<file path="config.mk">
export PLATFORM = sky130hd
export DESIGN_NAME = fetch_unit
export DESIGN_NICKNAME = d
export VERILOG_FILES = /design/src/common/cpu_common_pkg.sv /design/src/common/instr_if.sv /design/src/source/fetch_ctrl.sv /design/src/source/fetch_pc_counter.sv /design/src/decompress/instr_aligner.sv /design/src/decompress/cpu_decompress.sv /design/src/source/fetch_unit.sv
export SDC_FILE = /design/constraint.sdc
export NUM_CORES = 1
export LEC_CHECK = 0
export BUFFER_PORTS_ARGS = -buffer_cell sky130_fd_sc_hd__buf_2
export CAP_MARGIN = 20
export CORE_MARGIN = 5
export CORE_UTILIZATION = 52
export DETAILED_ROUTE_END_ITERATION = 6
export PLACE_DENSITY = 0.78
export SLEW_MARGIN = 15
export SYNTH_ARGS = -nofsm -noshare
export SYNTH_HDL_FRONTEND = slang
export SYNTH_SLANG_ARGS = --single-unit
</file>
<file path="constraint.sdc">
create_clock -name clk_i -period 3.17 [get_ports clk_i]
set_input_delay 0.317 -clock clk_i [delete_from_list [all_inputs] [get_ports clk_i]]
set_output_delay 0.317 -clock clk_i [all_outputs]
set_load 0.005 [all_outputs]
</file>
<file path="src/common/cpu_common_pkg.sv">
package cpu_common_pkg;

    // Basic data widths
    typedef logic [31:0] word_t;
    typedef logic [15:0] half_t;
    typedef logic [4:0]  regaddr_t;

    // Major opcodes used by the expanded RV32I forms
    localparam logic [6:0] OP        = 7'b0110011;
    localparam logic [6:0] OP_IMM    = 7'b0010011;
    localparam logic [6:0] OP_LOAD   = 7'b0000011;
    localparam logic [6:0] OP_STORE  = 7'b0100011;
    localparam logic [6:0] OP_JAL    = 7'b1101111;
    localparam logic [6:0] OP_JALR   = 7'b1100111;
    localparam logic [6:0] OP_BRANCH = 7'b1100011;
    localparam logic [6:0] OP_LUI    = 7'b0110111;
    localparam logic [6:0] OP_SYSTEM = 7'b1110011;

    // ALU funct3
    localparam logic [2:0] F3_ADD_SUB = 3'b000;
    localparam logic [2:0] F3_SLL     = 3'b001;
    localparam logic [2:0] F3_SRL_SRA = 3'b101;
    localparam logic [2:0] F3_XOR     = 3'b100;
    localparam logic [2:0] F3_OR      = 3'b110;
    localparam logic [2:0] F3_AND     = 3'b111;

    // Load, store and branch funct3
    localparam logic [2:0] F3_LW  = 3'b010;
    localparam logic [2:0] F3_SW  = 3'b010;
    localparam logic [2:0] F3_BEQ = 3'b000;
    localparam logic [2:0] F3_BNE = 3'b001;

    // addi x0, x0, 0
    localparam word_t NOP_IR = 32'h0000_0013;

    // One fetched word, seen whole or as two halfwords
    // Halfword 0 is the lower one and comes first in program order
    typedef union packed {
        word_t       word;
        half_t [1:0] half;
    } fetch_word_u;

endpackage

</file>
<file path="src/common/instr_if.sv">
`timescale 1ns/10ps

// Raw instruction from the aligner towards the decompressor
interface instr_if;
    import cpu_common_pkg::*;

    logic  valid;
    // Upper halfword is zero for a compressed instruction
    word_t raw;
    word_t pc;
    logic  ready;

    modport src (
        output valid,
        output raw,
        output pc,
        input  ready
    );

    modport dst (
        input  valid,
        input  raw,
        input  pc,
        output ready
    );

endinterface

</file>
<file path="src/source/fetch_ctrl.sv">
`timescale 1ns/10ps

module fetch_ctrl (
    input  logic clk_i,
    input  logic rst_n_i,
    input  logic redirect_i,
    input  logic space_i,
    input  logic mem_req_ready_i,
    input  logic mem_rsp_valid_i,
    output logic mem_req_valid_o,
    output logic step_o,
    output logic rsp_take_o
);

    typedef enum logic [1:0] {
        IDLE,
        WAIT_RSP,
        DRAIN
    } state_t;

    state_t state_q;
    state_t state_d;
    // Low until the first clock edge after reset release
    logic   run_q;

    // No request in the redirect cycle, the counter loads the new target first
    assign mem_req_valid_o = run_q && (state_q == IDLE) && space_i && !redirect_i;
    assign step_o          = mem_req_valid_o && mem_req_ready_i;

    // A response that meets a redirect belongs to the old stream
    assign rsp_take_o = (state_q == WAIT_RSP) && mem_rsp_valid_i && !redirect_i;

    always_comb begin
        state_d = state_q;
        case (state_q)
            IDLE: begin
                if (step_o) begin
                    state_d = WAIT_RSP;
                end
            end
            WAIT_RSP: begin
                if (mem_rsp_valid_i) begin
                    state_d = IDLE;
                end else if (redirect_i) begin
                    state_d = DRAIN;
                end
            end
            // Stale word still in flight, wait for it and drop it
            DRAIN: begin
                if (mem_rsp_valid_i) begin
                    state_d = IDLE;
                end
            end
            default: state_d = IDLE;
        endcase
    end

    always_ff @(posedge clk_i or negedge rst_n_i) begin
        if (!rst_n_i) begin
            state_q <= IDLE;
            run_q   <= 1'b0;
        end else begin
            state_q <= state_d;
            run_q   <= 1'b1;
        end
    end

endmodule

</file>
<file path="src/source/fetch_pc_counter.sv">
`timescale 1ns/10ps

module fetch_pc_counter #(
    parameter cpu_common_pkg::word_t RESET_PC = 32'h0000_1000
) (
    input  logic                  clk_i,
    input  logic                  rst_n_i,
    input  logic                  redirect_i,
    input  logic                  step_i,
    input  cpu_common_pkg::word_t redirect_pc_i,
    output cpu_common_pkg::word_t fetch_addr_o
);
    import cpu_common_pkg::*;

    word_t addr_q;

    assign fetch_addr_o = addr_q;

    // Always a word address, the aligner handles the halfword offset
    always_ff @(posedge clk_i or negedge rst_n_i) begin
        if (!rst_n_i) begin
            addr_q <= {RESET_PC[31:2], 2'b00};
        end else if (redirect_i) begin
            addr_q <= {redirect_pc_i[31:2], 2'b00};
        end else if (step_i) begin
            addr_q <= addr_q + 32'd4;
        end
    end

endmodule

</file>
<file path="src/decompress/instr_aligner.sv">
`timescale 1ns/10ps

module instr_aligner #(
    parameter cpu_common_pkg::word_t RESET_PC = 32'h0000_1000
) (
    input  logic                  clk_i,
    input  logic                  rst_n_i,
    input  logic                  redirect_i,
    input  logic                  rsp_take_i,
    input  cpu_common_pkg::word_t redirect_pc_i,
    input  cpu_common_pkg::word_t rsp_data_i,
    output logic                  space_o,
    instr_if.src                  out
);
    import cpu_common_pkg::*;

    half_t       hw_q [3];
    half_t       hw_d [3];
    logic [1:0]  count_q;
    logic [1:0]  count_d;
    logic [1:0]  level;
    logic        skip_q;
    word_t       pc_q;
    logic        is_comp;
    logic        pop;
    half_t       first_hw;
    fetch_word_u rsp_word;
    fetch_word_u out_word;

    assign rsp_word = rsp_data_i;

    // Slot 0 is the oldest halfword
    assign is_comp = hw_q[0][1:0] != 2'b11;
    assign space_o = count_q < 2'd2;

    assign out.valid = ((count_q != 2'd0) && is_comp) || (count_q >= 2'd2);
    assign out.pc    = pc_q;
    assign pop       = out.valid && out.ready;

    always_comb begin
        out_word.half[0] = hw_q[0];
        out_word.half[1] = is_comp ? 16'h0000 : hw_q[1];
        out.raw          = out_word.word;
    end

    // Entry of a redirect to an odd halfword drops the lower half once
    assign first_hw = skip_q ? rsp_word.half[1] : rsp_word.half[0];

    always_comb begin
        hw_d  = hw_q;
        level = count_q;
        if (pop) begin
            if (is_comp) begin
                hw_d[0] = hw_q[1];
                hw_d[1] = hw_q[2];
                level   = count_q - 2'd1;
            end else begin
                hw_d[0] = hw_q[2];
                level   = count_q - 2'd2;
            end
        end
        if (rsp_take_i) begin
            for (int i = 0; i < 3; i++) begin
                if (2'(i) == level) begin
                    hw_d[i] = first_hw;
                end else if (!skip_q && (2'(i) == level + 2'd1)) begin
                    hw_d[i] = rsp_word.half[1];
                end
            end
            level = level + (skip_q ? 2'd1 : 2'd2);
        end
        count_d = redirect_i ? 2'd0 : level;
    end

    always_ff @(posedge clk_i or negedge rst_n_i) begin
        if (!rst_n_i) begin
            count_q <= 2'd0;
            skip_q  <= RESET_PC[1];
            pc_q    <= RESET_PC;
        end else begin
            count_q <= count_d;
            if (redirect_i) begin
                skip_q <= redirect_pc_i[1];
                pc_q   <= {redirect_pc_i[31:1], 1'b0};
            end else begin
                if (rsp_take_i) begin
                    skip_q <= 1'b0;
                end
                if (pop) begin
                    pc_q <= pc_q + (is_comp ? 32'd2 : 32'd4);
                end
            end
        end
    end

    always_ff @(posedge clk_i) begin
        hw_q <= hw_d;
    end

endmodule

</file>
<file path="src/decompress/cpu_decompress.sv">
`timescale 1ns/10ps

module cpu_decompress (
    instr_if.dst                  in,
    input  logic                  instr_ready_i,
    output logic                  instr_valid_o,
    output logic                  compressed_o,
    output cpu_common_pkg::word_t ir_o,
    output cpu_common_pkg::word_t pc_o
);
    import cpu_common_pkg::*;

    word_t       ir;
    regaddr_t    rs1;
    regaddr_t    rs2;
    regaddr_t    rs1s;
    regaddr_t    rs2s;
    logic [11:0] imm_ciw;
    logic [11:0] imm_cl;
    logic [19:0] imm_ci;
    logic [20:1] imm_cj;
    logic [12:1] imm_cb;
    logic [11:0] imm_lwsp;
    logic [11:0] imm_swsp;
    logic [11:0] imm_16sp;
    logic [19:0] jal_imm;
    logic [4:0]  shamt;

    // Handshake and PC go straight through
    assign in.ready      = instr_ready_i;
    assign instr_valid_o = in.valid;
    assign pc_o          = in.pc;

    assign ir = in.raw;
    assign compressed_o = ir[1:0] != 2'b11;

    // Field and immediate unpacking
    always_comb begin
        rs1      = ir[11:7];
        rs2      = ir[6:2];
        rs1s     = {2'b01, ir[9:7]};
        rs2s     = {2'b01, ir[4:2]};
        imm_ciw  = {2'b00, ir[10:7], ir[12:11], ir[5], ir[6], 2'b00};
        imm_cl   = {5'b00000, ir[5], ir[12:10], ir[6], 2'b00};
        imm_ci   = {{15{ir[12]}}, ir[6:2]};
        imm_cj   = {{10{ir[12]}}, ir[8], ir[10:9], ir[6], ir[7], ir[2], ir[11], ir[5:3]};
        imm_cb   = {{5{ir[12]}}, ir[6:5], ir[2], ir[11:10], ir[4:3]};
        imm_lwsp = {4'b0000, ir[3:2], ir[12], ir[6:4], 2'b00};
        imm_swsp = {4'b0000, ir[8:7], ir[12:9], 2'b00};
        imm_16sp = {{3{ir[12]}}, ir[4:3], ir[5], ir[2], ir[6], 4'b0000};
        // Reordered into the jal immediate layout
        jal_imm  = {imm_cj[20], imm_cj[10:1], imm_cj[11], imm_cj[19:12]};
        shamt    = imm_ci[4:0];
    end

    // First matching pattern wins, reserved and hint forms sit above the real ones
    always_comb begin
        priority casez (ir[15:0])
            // Quadrant 0
            // C.ADDI4SPN with zero immediate, includes the all-zero halfword
            16'b00000000000???00: ir_o = NOP_IR;
            16'b000???????????00: ir_o = {imm_ciw, 5'd2, F3_ADD_SUB, rs2s, OP_IMM};
            // C.LW
            16'b010???????????00: ir_o = {imm_cl, rs1s, F3_LW, rs2s, OP_LOAD};
            // C.SW
            16'b110???????????00: ir_o = {imm_cl[11:5], rs2s, rs1s, F3_SW, imm_cl[4:0], OP_STORE};

            // Quadrant 1
            // C.NOP and the C.ADDI hints
            16'b000?00000?????01: ir_o = NOP_IR;
            16'b0000?????0000001: ir_o = NOP_IR;
            16'b000???????????01: ir_o = {imm_ci[11:0], rs1, F3_ADD_SUB, rs1, OP_IMM};
            // C.JAL
            16'b001???????????01: ir_o = {jal_imm, 5'd1, OP_JAL};
            // C.LI
            16'b010?00000?????01: ir_o = NOP_IR;
            16'b010???????????01: ir_o = {imm_ci[11:0], 5'd0, F3_ADD_SUB, rs1, OP_IMM};
            // C.ADDI16SP, zero immediate is reserved
            16'b0110?????0000001: ir_o = NOP_IR;
            16'b011?00010?????01: ir_o = {imm_16sp, 5'd2, F3_ADD_SUB, 5'd2, OP_IMM};
            // C.LUI
            16'b011?000?0?????01: ir_o = NOP_IR;
            16'b011???????????01: ir_o = {imm_ci, rs1, OP_LUI};
            // Shift amounts of 32 and up do not exist on RV32
            16'b10010?????????01: ir_o = NOP_IR;
            // C.SRLI
            16'b100000???0000001: ir_o = NOP_IR;
            16'b100000????????01: ir_o = {7'b0000000, shamt, rs1s, F3_SRL_SRA, rs1s, OP_IMM};
            // C.SRAI
            16'b100001???0000001: ir_o = NOP_IR;
            16'b100001????????01: ir_o = {7'b0100000, shamt, rs1s, F3_SRL_SRA, rs1s, OP_IMM};
            // C.ANDI
            16'b100?10????????01: ir_o = {imm_ci[11:0], rs1s, F3_AND, rs1s, OP_IMM};
            // C.SUB, C.XOR, C.OR, C.AND
            16'b100011???00???01: ir_o = {7'b0100000, rs2s, rs1s, F3_ADD_SUB, rs1s, OP};
            16'b100011???01???01: ir_o = {7'b0000000, rs2s, rs1s, F3_XOR, rs1s, OP};
            16'b100011???10???01: ir_o = {7'b0000000, rs2s, rs1s, F3_OR, rs1s, OP};
            16'b100011???11???01: ir_o = {7'b0000000, rs2s, rs1s, F3_AND, rs1s, OP};
            // RV64 only forms
            16'b100111????????01: ir_o = NOP_IR;
            // C.J
            16'b101???????????01: ir_o = {jal_imm, 5'd0, OP_JAL};
            // C.BEQZ and C.BNEZ
            16'b110???????????01: ir_o = {imm_cb[12], imm_cb[10:5], 5'd0, rs1s, F3_BEQ,
                                          imm_cb[4:1], imm_cb[11], OP_BRANCH};
            16'b111???????????01: ir_o = {imm_cb[12], imm_cb[10:5], 5'd0, rs1s, F3_BNE,
                                          imm_cb[4:1], imm_cb[11], OP_BRANCH};

            // Quadrant 2
            // C.SLLI
            16'b0001??????????10: ir_o = NOP_IR;
            16'b0000?????0000010: ir_o = NOP_IR;
            16'b000?00000?????10: ir_o = NOP_IR;
            16'b000???????????10: ir_o = {7'b0000000, shamt, rs1, F3_SLL, rs1, OP_IMM};
            // C.LWSP, rd of x0 is reserved
            16'b010?00000?????10: ir_o = NOP_IR;
            16'b010???????????10: ir_o = {imm_lwsp, 5'd2, F3_LW, rs1, OP_LOAD};
            // C.JR then C.MV
            16'b1000000000000010: ir_o = NOP_IR;
            16'b1000?????0000010: ir_o = {12'h000, rs1, 3'b000, 5'd0, OP_JALR};
            16'b100000000?????10: ir_o = NOP_IR;
            16'b1000??????????10: ir_o = {7'b0000000, rs2, 5'd0, F3_ADD_SUB, rs1, OP};
            // C.EBREAK, C.JALR then C.ADD
            16'b1001000000000010: ir_o = {12'h001, 5'd0, 3'b000, 5'd0, OP_SYSTEM};
            16'b1001?????0000010: ir_o = {12'h000, rs1, 3'b000, 5'd1, OP_JALR};
            16'b100100000?????10: ir_o = NOP_IR;
            16'b1001??????????10: ir_o = {7'b0000000, rs2, rs1, F3_ADD_SUB, rs1, OP};
            // C.SWSP
            16'b110???????????10: ir_o = {imm_swsp[11:5], rs2, 5'd2, F3_SW, imm_swsp[4:0],
                                          OP_STORE};

            // Float forms of the C extension are not supported
            default: ir_o = compressed_o ? NOP_IR : ir;
        endcase
    end

endmodule

</file>
<file path="src/source/fetch_unit.sv">
`timescale 1ns/10ps

module fetch_unit #(
    parameter cpu_common_pkg::word_t RESET_PC = 32'h0000_1000
) (
    input  logic                  clk_i,
    input  logic                  rst_n_i,
    output logic                  mem_req_valid_o,
    output cpu_common_pkg::word_t mem_addr_o,
    input  logic                  mem_req_ready_i,
    input  logic                  mem_rsp_valid_i,
    input  cpu_common_pkg::word_t mem_rsp_data_i,
    output logic                  instr_valid_o,
    output cpu_common_pkg::word_t instr_o,
    output cpu_common_pkg::word_t pc_o,
    output logic                  compressed_o,
    input  logic                  instr_ready_i,
    input  logic                  redirect_i,
    input  cpu_common_pkg::word_t redirect_pc_i
);

    logic space;
    logic step;
    logic rsp_take;

    instr_if u_instr_if ();

    fetch_ctrl u_fetch_ctrl (
        .clk_i           (clk_i),
        .rst_n_i         (rst_n_i),
        .redirect_i      (redirect_i),
        .space_i         (space),
        .mem_req_ready_i (mem_req_ready_i),
        .mem_rsp_valid_i (mem_rsp_valid_i),
        .mem_req_valid_o (mem_req_valid_o),
        .step_o          (step),
        .rsp_take_o      (rsp_take)
    );

    fetch_pc_counter #(
        .RESET_PC (RESET_PC)
    ) u_fetch_pc_counter (
        .clk_i         (clk_i),
        .rst_n_i       (rst_n_i),
        .redirect_i    (redirect_i),
        .step_i        (step),
        .redirect_pc_i (redirect_pc_i),
        .fetch_addr_o  (mem_addr_o)
    );

    instr_aligner #(
        .RESET_PC (RESET_PC)
    ) u_instr_aligner (
        .clk_i         (clk_i),
        .rst_n_i       (rst_n_i),
        .redirect_i    (redirect_i),
        .rsp_take_i    (rsp_take),
        .redirect_pc_i (redirect_pc_i),
        .rsp_data_i    (mem_rsp_data_i),
        .space_o       (space),
        .out           (u_instr_if.src)
    );

    cpu_decompress u_cpu_decompress (
        .in            (u_instr_if.dst),
        .instr_ready_i (instr_ready_i),
        .instr_valid_o (instr_valid_o),
        .compressed_o  (compressed_o),
        .ir_o          (instr_o),
        .pc_o          (pc_o)
    );

endmodule

</file>
== After elaboration in Yosys (flattened, before gate mapping) ==
Index checks and enable logic that the tools add are counted.

* Add/sub/neg operators: 6
* Magnitude comparators: 2
* Equality and inequality tests: 51
* Muxes and demuxes: 48
* Reduce and logical (&&, ||, !) cells: 28

{| class="wikitable"
|+ Operator list
! cell !! number
|-
| two-way mux 32 bit || 15
|-
| case mux 32 bit (2 select lines) || 7
|-
| case mux 32 bit (10 select lines) || 1
|-
| two-way mux 16 bit || 9
|-
| case mux 32 bit (4 select lines) || 1
|-
| case mux 32 bit (3 select lines) || 1
|-
| two-way mux 48 bit || 1
|-
| == test 11 bit, second input constant || 4
|-
| == test 10 bit, second input constant || 4
|-
| adder 32 x 3 -> 32 bit, second input constant || 1
|-
| adder 32 bit || 1
|-
| == test 16 bit, second input constant || 2
|-
| == test 10 x 9 -> 1 bit, second input constant || 3
|-
| == test 13 bit, second input constant || 2
|-
| == test 5 bit, second input constant || 5
|-
| == test 8 bit, second input constant || 3
|-
| == test 5 x 4 -> 1 bit, second input constant || 4
|-
| two-way mux 2 bit || 9
|-
| == test 7 bit, second input constant || 2
|-
| logical NOT 13 bit || 1
|-
| == test 6 bit, second input constant || 2
|-
| == test 11 x 1 -> 1 bit, second input constant || 1
|-
| == test 11 x 10 -> 1 bit, second input constant || 1
|-
| == test 11 x 2 -> 1 bit, second input constant || 1
|-
| 32 further kinds || 54
|}

* Register bits after elaboration: 118
* Input bits: 70
* Output and inout port bits: 99
* Word-level logic and storage cells: 144

== Logic depth before layout (Yosys ltp) ==
Gate-level depths: netlist (run 1).

* Word-level depth: 21
* Mapped depth: 13
* Mapped depth without buffers: 11

== Modules after synthesis ==
Synthesis (run 1) repeated with hierarchy kept, for this count alone.

* Cell total of the unflattened synthesis: 1300
* Area, all modules: 9940.8 um^2

{| class="wikitable"
|+ Modules (own cells, without submodules)
! module !! instances !! cells each !! area an instance (um^2) !! sequential area each (um^2)
|-
| instr_aligner || 1 || 565 || 4898.4 || 1973.1
|-
| cpu_decompress || 1 || 528 || 3158.0 || 0.0
|-
| fetch_pc_counter || 1 || 192 || 1730.4 || 752.0
|-
| fetch_ctrl || 1 || 15 || 153.9 || 75.1
|}

== Worst setup path before layout (run 1) ==
OpenSTA, ideal clock, no wires.

* Path kind: register to register
* From: register u_instr_aligner.count_q[1]
* To: register u_instr_aligner.hw_q[0] (netlist name) (enable)
* Setup time: 0.409 ns
* Arrival: 3.036 ns
* Data required time: 2.761 ns
* Setup slack: -0.276 ns
* Cell stages (with the launch flop): 9
* Path buffers: 1
* Clock period less this slack: 3.446 ns
* Cell sequence: dfrtp_1 ha_1 or3b_2 a21oi_1 nor2_4 clkbuf_1 nor2_1 a21oi_1 nor3_1

* Longest elaborated chain between the ends: 10
* Elaborated cells on any way between the ends: 15
* Those cells by class: add/sub: 3; order compare: 1; eq/ne: 2; mux: 2; reduce/logical: 7

{| class="wikitable"
|+ RTL lines
! item !! line !! text
|-
| from (decl) || instr_aligner.sv:19 || <nowiki>logic [1:0] count_q;</nowiki>
|-
| from (signal assigned) || instr_aligner.sv:81 || <nowiki>count_q <= count_d;</nowiki>
|-
| parallel branches: the longest is 4 deep, another holds subtractor 2 bit || - ||
|-
| two-way mux 2 bit (*) || instr_aligner.sv:52 || <nowiki>if (pop) begin</nowiki>
|-
| adder 2 x 1 -> 2 bit || instr_aligner.sv:66 || <nowiki>end else if (!skip_q && (2'(i) == level + 2'd1)) begin</nowiki>
|-
| == test 2 bit || instr_aligner.sv:66 ||
|-
| logical AND 1 bit || instr_aligner.sv:66 ||
|-
| nonzero test 2 bit (no source line) (*) || - ||
|-
| AND reduction 2 bit (no source line) (*) || - ||
|-
| to (signal assigned) || instr_aligner.sv:97 || <nowiki>hw_q <= hw_d;</nowiki>
|-
| to (decl) || instr_aligner.sv:17 || <nowiki>half_t hw_q [3];</nowiki>
|}

Mark *: on every way between the ends.
A chain may end at the register's enable or synchronous reset.

== Final worst setup path (run 1) ==
* From: register u_instr_aligner.hw_q (netlist bit u_instr_aligner.out.raw[10])
* To: output port instr_o[9]

* Longest elaborated chain between the ends: 19
* Elaborated cells on any way between the ends: 41
* Those cells by class: eq/ne: 20; mux: 18; reduce/logical: 3

{| class="wikitable"
|+ RTL lines
! item !! line !! text
|-
| == test 11 bit || cpu_decompress.sv:58 || <nowiki>priority casez (ir[15:0])</nowiki>
|-
| two-way mux 32 bit (2 in series) || cpu_decompress.sv:58 ||
|-
| case mux 32 bit (2 select lines) || cpu_decompress.sv:58 ||
|-
| two-way mux 32 bit (2 in series) || cpu_decompress.sv:58 ||
|-
| case mux 32 bit (2 select lines) (2 in series) || cpu_decompress.sv:58 ||
|-
| two-way mux 32 bit || cpu_decompress.sv:58 ||
|-
| case mux 32 bit (10 select lines) || cpu_decompress.sv:58 ||
|-
| case mux 32 bit (2 select lines) (2 in series) || cpu_decompress.sv:58 ||
|-
| two-way mux 32 bit (2 in series) || cpu_decompress.sv:58 ||
|-
| case mux 32 bit (2 select lines) || cpu_decompress.sv:58 ||
|-
| case mux 32 bit (3 select lines) || cpu_decompress.sv:58 ||
|-
| two-way mux 32 bit || cpu_decompress.sv:58 ||
|-
| case mux 32 bit (4 select lines) || cpu_decompress.sv:58 ||
|-
| two-way mux 32 bit (*) || cpu_decompress.sv:58 ||
|-
| to (decl) || fetch_unit.sv:14 || <nowiki>output cpu_common_pkg::word_t instr_o,</nowiki>
|}

Every way passes the cells marked *; elsewhere a longest branch is shown, timed or not.

==> qor.txt, run 1 <==
Level count of the clock H-tree -> 4
Commonest register cell after synthesis -> sky130_fd_sc_hd__dfrtp_1
Cells after Synth -> 1,221
Seq/Total Area, Yosys -> 30.0%
Peak VDD IR -> 0.879 mV
I/O Pins -> 169
Die Y-Extent -> 144 µm
Max Transition Viols Final -> 0
Clock latency reported for the late side of the worst-skew pair -> 430 ps
Critical path class -> reg2out
GRT Resource Usage Total -> 40.7%
Main combinational cell family by area after synthesis -> compound AO/OA/AOI/OAI gates
Final setup skew -> 12.8 ps
Starting density of the core -> 52.3%
Antenna diode count -> 0
Post-detailed-route DRC marker count -> 0
Relative max-transition margin -> 32.4%
Post-synthesis simple-gate area fraction -> 24.7%
Slew at the pin with the worst max-slew slack -> 1010 ps
Leading cell types by total area after synthesis -> sky130_fd_sc_hd__dfrtp_1, sky130_fd_sc_hd__nand2_1, sky130_fd_sc_hd__dfxtp_1
Xor-xnor portion of the synthesized cell area -> 3.10%
Min-Delay Startpoint -> mem_rsp_valid_i
Filler cell count -> 1,460
Post-place instance area -> 11,200 µm²
CP Capture Type -> output pin
Clock Tree Buf Depth -> 2
Overall via count from detail_route -> 11,900
Fraction of synthesized area in multiplexers -> 4.36%
Number of vias per cell -> 6.91
Worst setup SP type -> register
FF-to-FF setup slack -> 170 ps
Power density over cell area -> 965 nW/µm²
GRT Residual Overflow -> 0
Final hold violation count -> 0
Async S/R FF share, synth -> 58.3%
Leak -> 5.37 nW
Number of flops mapped to enable cells by yosys -> 16
Std-Cell Rows -> 49
Total non-filler cell area in the finished layout -> 12,400 µm²
Worst reg2reg path depth -> 10
WL per Instance -> 25.4 µm
Critical Path Fanout Max -> 7
Post-synthesis register bit count -> 115
Vias in the first global route -> 11,200
Port Buffer Count -> 162
Wire length of the first global-routing pass -> 64.6 mm
Failing checks -> setup timing
TritonCTS clock tree -> done
RSZ-0062 raised after global routing -> true
Final setup violation count -> 7
Cell type with the largest total area after synthesis -> sky130_fd_sc_hd__dfrtp_1
Post-Syn Area per Cell -> 7.64 µm²
Clock transition time at the flip-flop clock pins of the worst setup and hold paths -> 60 ps
Largest net degree at the start of global routing -> 35
Fmax -> 308 MHz
Area delta synth->final -> 33.0%
Post-Route WL -> 43.7 mm
Share of final-layout standard cells stronger than drive strength 1 -> 32.4%
Worst R2R End -> u_instr_aligner.hw_q[13]
Final nets -> 1,556
Adder-cell share of the synthesized area -> 1.02%
Worst Hold Endpoint -> u_fetch_ctrl.state_q[1]
Minimum clock period -> 3240 ps
Worst min-delay path category -> in2reg
Drt first-iter violations -> 1,740
Run status -> complete, but fails checks
Total Die Area -> 20,700 µm²
Data arrival time at the worst-slack endpoint -> 2920 ps
PnR worst setup slack -> -71.7 ps
Number of distinct library cells after synthesis -> 93
Clk sink count -> 115
Inserted Clock Buffers -> 17
Width of the die -> 144 µm
Antenna violations before repair -> 0
Area of the core -> 17,800 µm²
Detailed placer's ending HPWL -> 31.6 mm
Summed instance area of the synthesized netlist -> 9330 µm²
Crit Reg-Reg Startpoint -> u_instr_aligner.count_q[1]
Compound-cell area share of the yosys netlist -> 31.5%
Worst EP required -> 2850 ps
Post-Route Setup TNS -> -264 ps
Max capacitance violation total -> 0
Clock Tree Root -> sky130_fd_sc_hd__clkbuf_16
Count of non-filler cells in the finished layout -> 1,721
Number of cells in the design after placement -> 1,672
Routability congestion estimate -> 1.11
Final period util -> 102%
Number of warnings issued by yosys -> 0
Number of nets with antenna violations after routing -> 0
Yosys top cell area share -> 17.4%
Detailed-routing iteration count for the pre-antenna-repair pass -> 6
WHS Path Cells -> 2
## worst max path at each step
| stage | start | endpoint | slack, ps | cells past startpoint |
|---|---|---|---|---|
| 6_report | u_instr_aligner.out.raw[10] | instr_o[9] | -70 | 8 |
| 5_1_grt | u_instr_aligner.out.raw[10] | instr_o[26] | -150 | 8 |
| 4_1_cts | u_instr_aligner.out.raw[10] | instr_o[9] | -90 | 8 |
| 3_5_place_dp | u_instr_aligner.out.raw[5] | instr_o[24] | 110 | 8 |
| 3_3_place_gp | u_instr_aligner.out.raw[5] | instr_o[24] | 90 | 8 |
| 2_1_floorplan | u_instr_aligner.out.raw[1] | u_instr_aligner.out.pc[30] | 190 | 13 |
## area by class of cell
class / count / area, µm² / area share [%]
clock inverter: 13 / 124 / 0.998
inverter: 24 / 90.1 / 0.726
sequential: 115 / 2820 / 22.8
timing repair buffer: 328 / 2160 / 17.4
tap: 229 / 287 / 2.31
clock buffer: 19 / 464 / 3.74
multi-input combinational: 993 / 6470 / 52.1
## layout by cell type (no fill, tap or decap), types with 20 or more instances in the layout
cell	Yosys	final
sky130_fd_sc_hd__buf_2	21	163
sky130_fd_sc_hd__o21ai_0	110	103
sky130_fd_sc_hd__nand3_1	37	36
sky130_fd_sc_hd__a21oi_1	115	108
sky130_fd_sc_hd__dfrtp_1	65	65
sky130_fd_sc_hd__nor2_1	74	68
sky130_fd_sc_hd__and3_1	20	20
sky130_fd_sc_hd__clkbuf_16	0	20
sky130_fd_sc_hd__a221o_1	21	21
sky130_fd_sc_hd__inv_1	21	21
sky130_fd_sc_hd__dfxtp_1	32	23
sky130_fd_sc_hd__buf_4	5	153
sky130_fd_sc_hd__nand2_1	191	190
## sequential cells by signal (all words and copies together), names as in the netlist
| register | count |
|---|---|
| u_fetch_ctrl.run_q | 1 |
| u_fetch_ctrl.state_q | 2 |
| u_fetch_pc_counter.fetch_addr_o | 30 |
| u_instr_aligner.count_q | 2 |
| u_instr_aligner.hw_q | 32 |
| u_instr_aligner.out.pc | 31 |
| u_instr_aligner.out.raw | 16 |
| u_instr_aligner.skip_q | 1 |
## metrics by stage
step	util, %	hold slack (ps)	setup WS (ps)	power (mW)
2_1_floorplan	-	21.4	193	6.00
3_3_place_gp	62.8	390	92.8	8.88
3_5_place_dp	62.8	392	108	8.97
4_1_cts	67.3	83.3	-93.9	11.2
5_1_grt	69.6	109	-154	12.4
6_report	69.6	100	-71.7	12.0
## cells in the mapped netlist, types with 18 or more instances
cell type and number:
sky130_fd_sc_hd__nand4_1 19, sky130_fd_sc_hd__nand2_1 191, sky130_fd_sc_hd__nor3_1 26, sky130_fd_sc_hd__clkbuf_1 61
sky130_fd_sc_hd__nor2_1 74, sky130_fd_sc_hd__dfrtp_1 65, sky130_fd_sc_hd__mux2i_1 19, sky130_fd_sc_hd__inv_1 21
sky130_fd_sc_hd__a221o_1 21, sky130_fd_sc_hd__mux2_2 18, sky130_fd_sc_hd__and3_1 20, sky130_fd_sc_hd__dfxtp_1 32
sky130_fd_sc_hd__nand3_1 37, sky130_fd_sc_hd__xnor2_1 18, sky130_fd_sc_hd__buf_2 21, sky130_fd_sc_hd__a21oi_1 115
sky130_fd_sc_hd__o21ai_0 110
## worst max-delay path: stages (launching register included)
cell                      delay (ps)
sky130_fd_sc_hd__dfxtp_2         320
sky130_fd_sc_hd__or4_4           590
sky130_fd_sc_hd__buf_8           180
sky130_fd_sc_hd__o41a_1          530
sky130_fd_sc_hd__o21ai_1         220
sky130_fd_sc_hd__nor4_2           80
sky130_fd_sc_hd__or3_1           300
sky130_fd_sc_hd__nor3b_1         140
sky130_fd_sc_hd__buf_2           130
## cells by family after synthesis
kind of cell	after synthesis
buffers and inverters	117
flip-flops	115
adder cells (fa/ha/maj)	7
multiplexers	38
other	2
AND/OR/NAND/NOR	469
XOR/XNOR	33
AO/OA/AOI/OAI	440
## power breakdown
group / switching (mW) / total [mW] / internal, mW
Clock: 0.780 / 1.93 / 1.15
Sequential: 0.450 / 2.27 / 1.82
Combinational: 4.67 / 7.77 / 3.11
Total: 5.90 / 12.0 / 6.08
## repair_timing
item / in CTS / in global routing
setup buffers: 9 / 4
hold endpoints to repair: 28 / 0
pin swaps: 11 / 15
gates resized for setup: 39 / 71
setup endpoints to repair: 29 / 31
cloned: 1 / 2
hold buffers: 1 / 0
## per-layer routing
layer / up-vias / share of wire (%) / track usage [%]
met5: - / 0 / 0
met4: 0 / 6.6 / 21.5
met3: 234 / 12 / 8.32
met2: 940 / 45 / 63.9
met1: 5586 / 37 / 52.9
li1: 5126 / - / -
Power figures use the tool's default switching activity.
==> run 2, diff against run 1 <==
- CORE_UTILIZATION: 52 -> 53
- CTS_BUF_LIST: not set -> sky130_fd_sc_hd__clkbuf_4
- PLACE_DENSITY: 0.78 -> 0.79
==> run 2 against run 1 <==
The run still ends with setup timing left. Die area shrank 1.8%. Clock skew increased by 16 ps. Utilization up 6.5 points. Flip-flop and latch count unchanged. Final cell count is 3.7% higher. Combinational power grew 9.9%. Critical path depth is 1 higher. Fmax down 0.92%. Count of clock-buffer cells in the layout fell by 2. Non-clock buffer count is 66 higher. Largest power group unchanged. Highest routed layer unchanged.
==> qor.txt, run 2 (same netlist as run 1, synthesis figures left out) <==
Std-Cell Rows -> 48
Flip-flop count of the largest register after layout -> 32
Clock latency reported for the late side of the worst-skew pair -> 570 ps
GRT Residual Overflow -> 0
Port Buffer Count -> 162
Max stage delay on crit path -> 530 ps
Critical path class -> reg2out
Sequential power share -> 18.6%
Worst min-delay path category -> in2reg
TritonCTS clock tree -> done
Number of nets with antenna violations after routing -> 0
Routability congestion estimate -> 1.05
PnR worst setup slack -> -102 ps
Post-place instance area -> 11,200 µm²
RSZ-0062 raised after global routing -> true
Total Die Area -> 20,400 µm²
Final hold violation count -> 0
Final nets -> 1,623
I/O Pins -> 169
Most common library cell in the layout ignoring fill and taps -> sky130_fd_sc_hd__nand2_1
Run status -> complete, but fails checks
Worst EP required -> 2850 ps
Post-Route Setup TNS -> -695 ps
Post-detailed-route DRC marker count -> 0
Minimum clock period -> 3270 ps
Post-layout utilization of the core -> 76.1%
Area delta synth->final -> 41.1%
Number of vias per cell -> 7.04
Worst hold slack -> 10.8 ps
Inserted Clock Buffers -> 17
FF-to-FF setup slack -> 160 ps
Relative max-transition margin -> 22.0%
Overall via count from detail_route -> 12,600
Switch share -> 51.1%
Clock Tree Buf Depth -> 2
Total non-filler cell area in the finished layout -> 13,200 µm²
Proportion of power drawn by combinational gates -> 71.1%
WL per Instance -> 25.3 µm
Internal Pwr Total -> 5.87 mW
Slew at the pin with the worst max-slew slack -> 1160 ps
Level count of the clock H-tree -> 4
Final period util -> 103%
Drt first-iter violations -> 2,000
Area taken by flip-flops and latches -> 2830 µm²
Post-Route WL -> 45.1 mm
Part of the total power dissipated in the clock network -> 10.3%
Area of the core -> 17,300 µm²
Share of final-layout standard cells stronger than drive strength 1 -> 35.7%
Leak -> 5.69 nW
Width of the die -> 143 µm
Die Y-Extent -> 143 µm
Filler cell count -> 1,203
Wire length of the first global-routing pass -> 67.2 mm
Critical Path Fanout Max -> 10
Vias in the first global route -> 11,700
Peak VDD IR -> 0.990 mV
Total power consumption of the routed design -> 12.0 mW
Max capacitance violation total -> 0
Final setup skew -> 29.2 ps
Worst setup SP type -> register
Slowest cell on the critical path -> sky130_fd_sc_hd__or4_4
Net load switching power -> 6.14 mW
Final setup violation count -> 15
Cells along the critical path -> or4_4 > buf_12 > o22ai_2 > a311o_1 > nand2_2 > a2111oi_4 > buf_4 > o41ai_1 > buf_2
Power density over cell area -> 913 nW/µm²
Starting density of the core -> 53.9%
Data arrival time at the worst-slack endpoint -> 2950 ps
Failing checks -> setup timing
CP Capture Type -> output pin
Clock Tree Root -> sky130_fd_sc_hd__clkbuf_4
Largest net degree at the start of global routing -> 64
Detailed-routing iteration count for the pre-antenna-repair pass -> 7
Top library cells by usage in the layout, fill and taps aside -> sky130_fd_sc_hd__nand2_1, sky130_fd_sc_hd__buf_4, sky130_fd_sc_hd__buf_2
Fmax -> 306 MHz
Clock transition time at the flip-flop clock pins of the worst setup and hold paths -> 150 ps
Antenna violations before repair -> 2
Area of combinational cells with multiple inputs -> 6850 µm²
GRT Resource Usage Total -> 42.1%
Max Transition Viols Final -> 0
Clk sink count -> 115
Register with the most flip-flops -> u_instr_aligner.hw_q
Detailed placer's ending HPWL -> 30.5 mm
==> run 2: changes by cell type in the layout (fill, tap and decap cells not counted), sizes merged, moves of 4 or more <==
cell,before,now
buf,325,359
dlygate4sd3,1,35
inv,26,32
clkbuf,21,17
clkinv,7,3
==> run 2: layout make-up <==
| class | count | area share (%) |
|---|---|---|
| well taps | 225 | 2.14 |
| flip-flops and latches | 115 | 21.5 |
| clock inverters | 15 | 1.39 |
| clock buffers | 17 | 0.970 |
| repair buffers | 394 | 21.3 |
| multi-input cells | 994 | 52.0 |
| diodes | 1 | 0.0190 |
| inverters | 24 | 0.713 |
==> run 2: layer usage <==
metal	share of wire, %	vias up	track usage, %
met3	13	272	9.68
li1	-	5261	-
met1	37	5865	56.4
met2	44	1173	65.0
met4	6.6	0	18.9
met5	0	-	0
==> run 2: power groups by stage <==
stage / sequential, mW / combinational (mW) / clock (mW)
2_1_floorplan: 2.06 / 3.93 / 0
3_3_place_gp: 2.18 / 6.63 / 0
3_5_place_dp: 2.19 / 6.73 / 0
4_1_cts: 2.19 / 7.46 / 1.23
5_1_grt: 2.24 / 8.95 / 1.30
6_report: 2.23 / 8.54 / 1.24
==> run 2: per-stage QoR <==
step | setup slack (ps) | cells
finish | -102 | 1785
global route | -240 | 1785
CTS | -112 | 1755
detailed placement | 169 | 1671
global placement | 115 | 1671
floorplan | 193 | 1225
==> run 2: path summary, 6_finish.rpt <==
check / to / start / depth (start not counted)
min in group asynchronous: u_fetch_pc_counter.fetch_addr_o[27] / rst_n_i / 2
worst max register to register: u_instr_aligner.hw_q[13] / u_instr_aligner.count_q[1] / 9
worst min register to register: u_fetch_pc_counter.fetch_addr_o[12] / u_fetch_pc_counter.fetch_addr_o[12] / 2
worst max-delay path: instr_o[11] / u_instr_aligner.out.raw[11] / 9
worst min-delay path: u_instr_aligner.out.pc[8] / redirect_pc_i[8] / 3
max in group asynchronous: u_fetch_pc_counter.fetch_addr_o[12] / rst_n_i / 3
==> run 2: repair_timing <==
item                                    in CTS  in global routing
gates resized for setup                     97                119
gates cloned                                 1                  0
buffers inserted                            23                 25
hold buffers                                28                  7
endpoints found under the setup margin      27                 30
pin swaps                                   17                 37
hold endpoints to repair                    99                  7
==> run 2: critical path: cells and delay by family, from the launching register on <==
kind                   cells  cell delay, ps
AO/OA/AOI/OAI              4             880
AND/OR/NAND/NOR            2             660
buffers and inverters      3             470
flip-flops                 1             360
